**src/cargoPkg.sv**
```systemverilog
package cargoPkg;

    typedef logic [1:0] floorT;

    // object type 00 means no real cargo
    typedef enum logic [1:0] {
        objNone    = 2'b00,
        objBox     = 2'b01,
        objPallet  = 2'b10,
        objFragile = 2'b11
    } objTypeT;

    // queue word: isOrigin, type, origin floor, target floor
    typedef struct packed {
        logic    isOrigin;
        objTypeT objType;
        floorT   origin;
        floorT   target;
    } stopEntryT;

    typedef enum logic [2:0] {
        stIdle,
        stDecide,
        stMoveUp,
        stMoveDown,
        stDoor,
        stRetire
    } ctrlStateT;

    typedef enum logic [1:0] {
        moveStop,
        moveUp,
        moveDown
    } motionT;

    typedef struct packed {
        logic      valid;
        stopEntryT entry;
    } stopDoneT;

    localparam int QUEUE_DEPTH = 16;
    localparam int QUEUE_AW    = 4;
    localparam int DOOR_CYCLES = 20;
    localparam int DWELL_W     = $clog2(DOOR_CYCLES);  // wide enough for DOOR_CYCLES-1

endpackage

```
**src/cargoBusPkg.sv**
```systemverilog
package cargoBusPkg;

    // wishbone classic, master to slave
    typedef struct packed {
        logic       cyc;
        logic       stb;
        logic       we;
        logic [1:0] adr;
        logic [7:0] dat;
    } wbReqT;

    // slave to master
    typedef struct packed {
        logic       ack;
        logic [7:0] dat;
    } wbRspT;

    localparam logic [1:0] ADDR_REQUEST = 2'd0;  // [1:0] origin, [3:2] dest, [5:4] type
    localparam logic [1:0] ADDR_CONTROL = 2'd1;  // bit 0 run
    localparam logic [1:0] ADDR_STATUS  = 2'd2;  // read only

    typedef struct packed {
        logic [1:0] floor;
        logic       doorOpen;
        logic       moving;
        logic [3:0] count;      // saturates at 15
    } statusT;

endpackage

```
**src/cargoRequestPort.sv**
```systemverilog
module cargoRequestPort import cargoPkg::*, cargoBusPkg::*; (
    input  logic            clock,
    input  logic            arstN,
    input  wbReqT           wbIn,
    input  logic            freeTwo,
    input  statusT          status,
    output wbRspT           wbOut,
    output logic            pushPair,
    output stopEntryT [1:0] pushEntries,
    output logic            runEnable
);

    logic       ackReg;
    logic       runReg;
    logic [5:0] lastReq;
    logic       busActive;
    logic       reqWrite;
    logic       ctrlWrite;
    objTypeT    reqType;
    floorT      reqOrigin;
    floorT      reqDest;

    assign busActive = wbIn.cyc && wbIn.stb;
    assign reqWrite  = wbIn.we && (wbIn.adr == ADDR_REQUEST);
    assign ctrlWrite = wbIn.we && (wbIn.adr == ADDR_CONTROL);

    assign reqOrigin = wbIn.dat[1:0];
    assign reqDest   = wbIn.dat[3:2];
    assign reqType   = objTypeT'(wbIn.dat[5:4]);

    // request writes wait for two free slots, everything else acks next cycle
    always_ff @(posedge clock or negedge arstN) begin
        if (!arstN) begin
            ackReg <= 1'b0;
        end else begin
            ackReg <= busActive && !ackReg && (!reqWrite || freeTwo);
        end
    end

    always_ff @(posedge clock or negedge arstN) begin
        if (!arstN) begin
            runReg <= 1'b0;
        end else if (ackReg && ctrlWrite) begin
            runReg <= wbIn.dat[0];
        end
    end

    always_ff @(posedge clock) begin
        if (ackReg && reqWrite) begin
            lastReq <= wbIn.dat[5:0];
        end
    end

    // type none is acked but never queued
    assign pushPair = ackReg && busActive && reqWrite && (reqType != objNone);

    assign pushEntries[0] = '{isOrigin: 1'b1, objType: reqType,
                              origin: reqOrigin, target: reqOrigin};
    assign pushEntries[1] = '{isOrigin: 1'b0, objType: reqType,
                              origin: reqOrigin, target: reqDest};

    assign runEnable = runReg;

    always_comb begin
        wbOut.ack = ackReg;
        case (wbIn.adr)
            ADDR_REQUEST: wbOut.dat = {2'b00, lastReq};
            ADDR_CONTROL: wbOut.dat = {7'd0, runReg};
            ADDR_STATUS:  wbOut.dat = status;
            default:      wbOut.dat = '0;
        endcase
    end

endmodule

```
**src/stopQueue.sv**
```systemverilog
module stopQueue import cargoPkg::*; (
    input  logic            clock,
    input  logic            arstN,
    input  logic            pushPair,
    input  stopEntryT [1:0] pushEntries,
    input  logic            popHead,
    output stopEntryT       head,
    output logic            empty,
    output logic            freeTwo,
    output logic [QUEUE_AW:0] count
);

    stopEntryT             mem [QUEUE_DEPTH];
    logic [QUEUE_AW-1:0]   wrPtr;
    logic [QUEUE_AW-1:0]   wrNext;
    logic [QUEUE_AW-1:0]   rdPtr;
    logic [QUEUE_AW:0]     countReg;
    logic                  doPush;
    logic                  doPop;

    assign empty   = (countReg == '0);
    assign freeTwo = (countReg <= (QUEUE_AW + 1)'(QUEUE_DEPTH - 2));
    assign count   = countReg;

    // guard against overflow and popping an empty queue
    assign doPush = pushPair && freeTwo;
    assign doPop  = popHead && !empty;

    assign wrNext = wrPtr + 1'b1;  // wraps with the depth

    always_ff @(posedge clock) begin
        if (doPush) begin
            mem[wrPtr]  <= pushEntries[0];  // origin goes in first
            mem[wrNext] <= pushEntries[1];
        end
    end

    assign head = mem[rdPtr];

    always_ff @(posedge clock or negedge arstN) begin
        if (!arstN) begin
            wrPtr    <= '0;
            rdPtr    <= '0;
            countReg <= '0;
        end else begin
            if (doPush) begin
                wrPtr <= wrPtr + QUEUE_AW'(2);
            end
            if (doPop) begin
                rdPtr <= rdPtr + 1'b1;
            end
            case ({doPush, doPop})
                2'b10:   countReg <= countReg + (QUEUE_AW + 1)'(2);
                2'b11:   countReg <= countReg + 1'b1;  // net one entry added
                2'b01:   countReg <= countReg - 1'b1;
                default: countReg <= countReg;
            endcase
        end
    end

endmodule

```
**src/floorTracker.sv**
```systemverilog
module floorTracker import cargoPkg::*; (
    input  logic       clock,
    input  logic       arstN,
    input  logic [3:0] sensors,
    output floorT      floor,
    output logic       arrived
);

    logic  anyActive;
    logic  anyPrev;
    logic  riseEdge;
    floorT sensedFloor;

    assign anyActive = |sensors;
    assign riseEdge  = anyActive && !anyPrev;  // one per floor reached

    // one-hot to number, lowest bit wins on a bad pattern
    always_comb begin
        sensedFloor = floor;
        if (sensors[0])      sensedFloor = 2'd0;
        else if (sensors[1]) sensedFloor = 2'd1;
        else if (sensors[2]) sensedFloor = 2'd2;
        else if (sensors[3]) sensedFloor = 2'd3;
    end

    always_ff @(posedge clock or negedge arstN) begin
        if (!arstN) begin
            anyPrev <= 1'b0;
            floor   <= 2'd0;
            arrived <= 1'b0;
        end else begin
            anyPrev <= anyActive;
            arrived <= riseEdge;
            if (riseEdge) begin
                floor <= sensedFloor;
            end
        end
    end

endmodule

```
**src/smartCargoFd.sv**
```systemverilog
module smartCargoFd import cargoPkg::*, cargoBusPkg::*; (
    input  logic       clock,
    input  logic       arstN,
    input  wbReqT      wbIn,
    input  logic [3:0] sensors,
    input  logic       popHead,
    input  logic       startDoor,
    input  motionT     motion,
    output wbRspT      wbOut,
    output logic       runEnable,
    output logic       queueEmpty,
    output stopEntryT  headEntry,
    output motionT     headCmp,
    output logic       arrived,
    output logic       doorDone
);

    logic               pushPair;
    logic               freeTwo;
    stopEntryT [1:0]    pushEntries;
    logic [QUEUE_AW:0]  queueCount;
    floorT              floor;
    logic [DWELL_W-1:0] dwellCount;
    logic               doorBusy;
    statusT             status;

    cargoRequestPort u_requestPort (
        .clock       (clock),
        .arstN       (arstN),
        .wbIn        (wbIn),
        .freeTwo     (freeTwo),
        .status      (status),
        .wbOut       (wbOut),
        .pushPair    (pushPair),
        .pushEntries (pushEntries),
        .runEnable   (runEnable)
    );

    stopQueue u_stopQueue (
        .clock       (clock),
        .arstN       (arstN),
        .pushPair    (pushPair),
        .pushEntries (pushEntries),
        .popHead     (popHead),
        .head        (headEntry),
        .empty       (queueEmpty),
        .freeTwo     (freeTwo),
        .count       (queueCount)
    );

    floorTracker u_floorTracker (
        .clock   (clock),
        .arstN   (arstN),
        .sensors (sensors),
        .floor   (floor),
        .arrived (arrived)
    );

    // dwell timer, busy for exactly DOOR_CYCLES cycles after startDoor
    always_ff @(posedge clock or negedge arstN) begin
        if (!arstN) begin
            dwellCount <= '0;
            doorBusy   <= 1'b0;
        end else if (startDoor) begin
            dwellCount <= DWELL_W'(DOOR_CYCLES - 1);
            doorBusy   <= 1'b1;
        end else if (doorBusy) begin
            if (dwellCount == '0) doorBusy <= 1'b0;
            else                  dwellCount <= dwellCount - 1'b1;
        end
    end

    assign doorDone = doorBusy && (dwellCount == '0);  // last open cycle

    // direction toward the head stop
    always_comb begin
        if (headEntry.target > floor)      headCmp = moveUp;
        else if (headEntry.target < floor) headCmp = moveDown;
        else                               headCmp = moveStop;
    end

    always_comb begin
        status.floor    = floor;
        status.doorOpen = doorBusy;
        status.moving   = (motion != moveStop);
        status.count    = queueCount[QUEUE_AW] ? '1 : queueCount[QUEUE_AW-1:0];
    end

endmodule

```
**src/smartCargoUc.sv**
```systemverilog
module smartCargoUc import cargoPkg::*; (
    input  logic      clock,
    input  logic      arstN,
    input  logic      runEnable,
    input  logic      queueEmpty,
    input  stopEntryT headEntry,
    input  motionT    headCmp,
    input  logic      arrived,
    input  logic      doorDone,
    output motionT    motion,
    output logic      doorOpen,
    output logic      startDoor,
    output logic      popHead,
    output stopDoneT  stopDone
);

    ctrlStateT state;
    ctrlStateT nextState;
    logic      stopValid;
    stopEntryT stopEntry;

    always_ff @(posedge clock or negedge arstN) begin
        if (!arstN) begin
            state <= stIdle;
        end else begin
            state <= nextState;
        end
    end

    always_comb begin
        nextState = state;
        case (state)
            stIdle: begin
                // run only gates new decisions from here
                if (runEnable && !queueEmpty) nextState = stDecide;
            end
            stDecide: begin
                case (headCmp)
                    moveUp:   nextState = stMoveUp;
                    moveDown: nextState = stMoveDown;
                    default:  nextState = stDoor;  // already at target
                endcase
            end
            stMoveUp, stMoveDown: begin
                if (arrived) nextState = stDecide;  // one floor at a time
            end
            stDoor: begin
                if (doorDone) nextState = stRetire;
            end
            stRetire: nextState = stIdle;
            default:  nextState = stIdle;
        endcase
    end

    assign startDoor = (state == stDecide) && (headCmp == moveStop);
    assign popHead   = (state == stRetire);
    assign doorOpen  = (state == stDoor);

    always_comb begin
        case (state)
            stMoveUp:   motion = moveUp;
            stMoveDown: motion = moveDown;
            default:    motion = moveStop;
        endcase
    end

    // served stop reported together with the door opening
    always_ff @(posedge clock or negedge arstN) begin
        if (!arstN) begin
            stopValid <= 1'b0;
        end else begin
            stopValid <= startDoor;
        end
    end

    always_ff @(posedge clock) begin
        if (startDoor) begin
            stopEntry <= headEntry;
        end
    end

    assign stopDone.valid = stopValid;
    assign stopDone.entry = stopEntry;

endmodule

```
**src/smartCargo.sv**
```systemverilog
module smartCargo import cargoPkg::*, cargoBusPkg::*; (
    input  logic       clock,
    input  logic       arstN,
    input  wbReqT      wbIn,
    output wbRspT      wbOut,
    input  logic [3:0] sensors,
    output motionT     motion,
    output logic       doorOpen,
    output stopDoneT   stopDone
);

    logic      runEnable;
    logic      queueEmpty;
    stopEntryT headEntry;
    motionT    headCmp;
    logic      arrived;
    logic      doorDone;
    logic      popHead;
    logic      startDoor;

    smartCargoFd u_fd (
        .clock      (clock),
        .arstN      (arstN),
        .wbIn       (wbIn),
        .sensors    (sensors),
        .popHead    (popHead),
        .startDoor  (startDoor),
        .motion     (motion),
        .wbOut      (wbOut),
        .runEnable  (runEnable),
        .queueEmpty (queueEmpty),
        .headEntry  (headEntry),
        .headCmp    (headCmp),
        .arrived    (arrived),
        .doorDone   (doorDone)
    );

    smartCargoUc u_uc (
        .clock      (clock),
        .arstN      (arstN),
        .runEnable  (runEnable),
        .queueEmpty (queueEmpty),
        .headEntry  (headEntry),
        .headCmp    (headCmp),
        .arrived    (arrived),
        .doorDone   (doorDone),
        .motion     (motion),
        .doorOpen   (doorOpen),
        .startDoor  (startDoor),
        .popHead    (popHead),
        .stopDone   (stopDone)
    );

endmodule

```
**config.mk**
```make
export PLATFORM = sky130hd
export DESIGN_NAME = smartCargo
export DESIGN_NICKNAME = d
export VERILOG_FILES = /design/src/cargoPkg.sv /design/src/cargoBusPkg.sv /design/src/cargoRequestPort.sv /design/src/stopQueue.sv /design/src/floorTracker.sv /design/src/smartCargoFd.sv /design/src/smartCargoUc.sv /design/src/smartCargo.sv
export SDC_FILE = /design/constraint.sdc
export NUM_CORES = 1
export LEC_CHECK = 0
export BUFFER_PORTS_ARGS = -buffer_cell sky130_fd_sc_hd__buf_4
export CORE_AREA = 2 2 120 122
export DETAILED_ROUTE_END_ITERATION = 8
export DIE_AREA = 0 0 122 124
export GPL_TIMING_DRIVEN = 0
export SLEW_MARGIN = 20
export SYNTH_ARGS = -nofsm -noshare
export SYNTH_HDL_FRONTEND = slang
export SYNTH_SLANG_ARGS = --single-unit
```
**constraint.sdc**
```tcl
create_clock -name clock -period 7.4 [get_ports clock]
set_clock_uncertainty 0.05 [all_clocks]
set_input_delay 1.11 -clock clock [delete_from_list [all_inputs] [get_ports clock]]
set_output_delay 1.11 -clock clock [all_outputs]
set_load 0.005 [all_outputs]
```
==> results by group <==
STA
  – Unrepaired setup endpoints after global routing: false
  – FMAX: 306 MHz
  – Max-slew headroom: 29.6%
  – Endpoints failing hold: 0
  – Fin crit share: 44.2%
  – Final Slew Violations: 0
  – Worst slew pin tran: 1.05 ns
  – Total negative slack: 0 ns
  – Tmin final: 3.27 ns
  – Setup-failing EPs final: 0
  – Fin Hold WS: 0.431 ns

Routing
  – Drt drc: 0
  – Drt pass-1 iters: 4
  – Post-DR wirelength/cell: 15.0 um
  – WL final: 7880 um
  – Via density: 4.62
  – Starting DRC count in detailed routing: 182
  – DR vias: 2,423
  – ANT nets after route: 0

Die
  – Die W: 122 um
  – Initial Util: 29.7%
  – Core Footprint: 0.0137 mm2
  – Die area: 0.0151 mm2
  – # rows: 43
  – # IOs: 39
  – Die H: 124 um

Setup path
  – CP max stage cell: dfrtp_1
  – Crit-path max cell delay: 0.38 ns
  – CP cell instances: buf_2 -> buf_6 -> mux2_1 -> o22ai_1 -> nor2_1 -> a22oi_1 -> nand2_1 -> ha_1 -> o211ai_1 -> or3_1 -> clkbuf_1 -> inv_2
  – CP Class: reg2reg
  – CP arrival: 3.25 ns
  – Worst Setup SP: u_fd.u_stopQueue.rdPtr[1]
  – R2R Path End: u_uc.stopDone[1]
  – Startpoint type of the worst setup path: register
  – Critical path fanouts, max: 10
  – FF-to-FF Start: u_fd.u_stopQueue.rdPtr[1]
  – Worst r2r path cells: 12
  – Worst setup EP type: register
  – Worst Path Required: 7.38 ns
  – Flop2flop setup slack: 4.13 ns
  – Critical Path End: u_uc.stopDone[1]

Synth
  – Post-synthesis sequential area ratio: 62.1%
  – Top cells by area, synth: edfxtp_1 (45%), dfrtp_1 (17%), mux4_2 (4.4%)
  – Most common cell in the netlist: edfxtp_1
  – Number of synthesized flops with an enable pin: 61
  – Area share of the largest cell type after synthesis: 44.9%
  – Post-synthesis cell count: 292
  – Yosys top cell by area: edfxtp_1
  – Synth Flop Type: edfxtp_1
  – Mapped Area: 0.00408 mm2
  – Distinct cells, synth: 53
  – Syn avg cell area: 14.0 um2
  – Seq cells post-synth: 89
  – Syn_nets: 321
  – Post-synth ARST share: 31.5%
  – Yosys warns: 0
  – Most frequent cells after synthesis: edfxtp_1 (61), dfrtp_1 (28), nand2_1 (22)

Place
  – Detail Placement HPWL: 5660 um
  – Placed cell area: 0.00458 mm2
  – Final Wtd Congestion: 0.760
  – Input/output buffers: 36
  – Placed cells: 509

Global route
  – Vias in the first global route: 2,529
  – Largest net degree at the start of global routing: 29
  – Gr usage total: 11.3%
  – First-pass GRT wire length: 12,800 um
  – Grt ovf: 0
  – Initial antenna violation count: 0

Outcome
  – Outcome: complete, no violations

Finish
  – Final net count: 369
  – Area growth syn-to-layout: 20.3%
  – Finished Cell Area: 0.00490 mm2
  – Antenna Cells: 0
  – Fillers: 1,329
  – Layout Cells excl Fill: 525
  – Share of layout cells above drive strength 1: 27.0%

Clocking
  – Clock tree sinks: 89
  – # resized after CTS: 0
  – Clk Latency, worst-skew pair: 0.33 ns
  – Hold_buf cts: 0
  – CTS tree: built
  – Setup Buffers After CTS: 0
  – Clock buffer depth: 2
  – CTS clk-pin slew, worst paths: 0.06 ns
  – Cts bufs inserted: 9
  – CTS Root Cell: clkbuf_16
  – H-tree Lvls: 3

Power and ir drop
  – Peak supply drop: 0.146 mV
  – Static Leak: 1.83 nW
  – PD cells: 272 mW/mm2
  – Tot Pwr: 1.33 mW

Job
  – Max cap viols: 0

Worst hold path
  – Worst hold path type: reg2reg
[per-layer routing]
layer | vias to the layer above | track usage [%] | share of wire (%)
met1 | 1187 | 13.8 | 45
met4 | 0 | 5.17 | 2.2
met5 | - | 0 | 0
li1 | 1173 | - | -
met2 | 50 | 19.1 | 50
met3 | 13 | 2.38 | 3.0
[critical path, delay by kind of cell, from the launching register on]
kind	cells	cell delay (ns)
compound gates	3	0.44
fa+ha+maj	1	0.32
buf+inv	4	0.87
flops	1	0.38
mux	1	0.34
simple gates	3	0.55
[how the worst min path moves through the flow]
stage                                        to  slack [ns]                   startpoint  cells after the start
floorplan           u_fd.u_floorTracker.arrived        0.38  u_fd.u_floorTracker.anyPrev                      1
global placement    u_fd.u_floorTracker.arrived        0.41  u_fd.u_floorTracker.anyPrev                      1
detailed placement  u_fd.u_floorTracker.arrived        0.41  u_fd.u_floorTracker.anyPrev                      1
CTS                 u_fd.u_floorTracker.arrived        0.43  u_fd.u_floorTracker.anyPrev                      1
global route          u_fd.u_requestPort.ackReg        0.46    u_fd.u_requestPort.ackReg                      1
finish              u_fd.u_floorTracker.arrived        0.43  u_fd.u_floorTracker.anyPrev                      1
[cells by family (layout without fill, tap and decap cells)]
group / Yosys count / count (layout) / synth area share (%)
AOI/OAI and AO/OA: 41 / 41 / 7.00
xor gates and xnor gates: 13 / 13 / 2.79
adders and majority gates: 10 / 10 / 3.07
buffers and inverters: 28 / 81 / 3.59
DFF: 89 / 89 / 62.1
muxes: 26 / 26 / 9.24
and+or+nand+nor: 85 / 85 / 12.2
[cell type report]
| cell class | instances | area (um2) | share of cell area [%] |
|---|---|---|---|
| Timing Repair Buffer | 37 | 275 | 5.61 |
| Multi-Input combinational cell | 175 | 1400 | 28.6 |
| Tap cell | 180 | 225 | 4.59 |
| Buffer | 16 | 101 | 2.07 |
| Clock buffer | 9 | 225 | 4.59 |
| Sequential cell | 89 | 2530 | 51.6 |
| Clock inverter | 7 | 95.1 | 1.94 |
| Inverter | 12 | 45.0 | 0.919 |
[cell usage in the layout, fill, tap and decap left out, types with 4 or more instances in the layout]
| cell | synthesis | routed |
|---|---|---|
| buf_4 | 4 | 40 |
| clkbuf_1 | 5 | 5 |
| dfrtp_1 | 28 | 28 |
| inv_1 | 11 | 11 |
| edfxtp_1 | 61 | 61 |
| buf_2 | 3 | 4 |
| mux4_2 | 8 | 8 |
| clkbuf_16 | 0 | 9 |
| a21oi_1 | 9 | 9 |
| xor2_1 | 4 | 4 |
| o21ai_0 | 4 | 4 |
| o22ai_1 | 5 | 5 |
| ha_1 | 10 | 10 |
| nand2b_1 | 7 | 7 |
| mux2_1 | 6 | 6 |
| mux2i_1 | 5 | 5 |
| mux2_2 | 7 | 7 |
| o21ai_1 | 5 | 5 |
| xnor2_1 | 9 | 9 |
| nor3_1 | 6 | 6 |
| nor2_1 | 20 | 20 |
| nand2_1 | 22 | 22 |
[metrics by stage]
| step | util [%] | worst slack [ns] |
|---|---|---|
| 6_report | 35.7 | 4.13 |
| 5_1_grt | 35.7 | 3.86 |
| 2_1_floorplan | - | 4.43 |
| 3_3_place_gp | 33.3 | 3.63 |
| 3_5_place_dp | 33.4 | 3.93 |
| 4_1_cts | 35.7 | 4.06 |
[flip-flops by register name (all words and copies together) (netlist names)]
register / flops
u_fd.u_stopQueue.rdPtr: 4
u_fd.u_stopQueue.mem: 48
u_fd.u_floorTracker.arrived: 1
u_fd.u_floorTracker.anyPrev: 1
u_fd.u_stopQueue.wrPtr: 3
u_uc.stopDone: 7
u_uc.stopValid: 1
u_fd.u_stopQueue.count: 5
u_uc.state: 3
u_fd.dwellCount: 5
u_fd.u_requestPort.ackReg: 1
u_fd.doorBusy: 1
u_fd.u_requestPort.runEnable: 1
u_fd.u_floorTracker.floor: 2
u_fd.u_requestPort.lastReq: 6
[power breakdown]
part | leakage (nW) | internal (mW) | switching (mW)
combinational | 0.774 | 0.113 | 0.122
clock | 0.145 | 0.295 | 0.188
sequential | 0.906 | 0.574 | 0.0410
No activity file was read; power rests on OpenSTA's default activity.
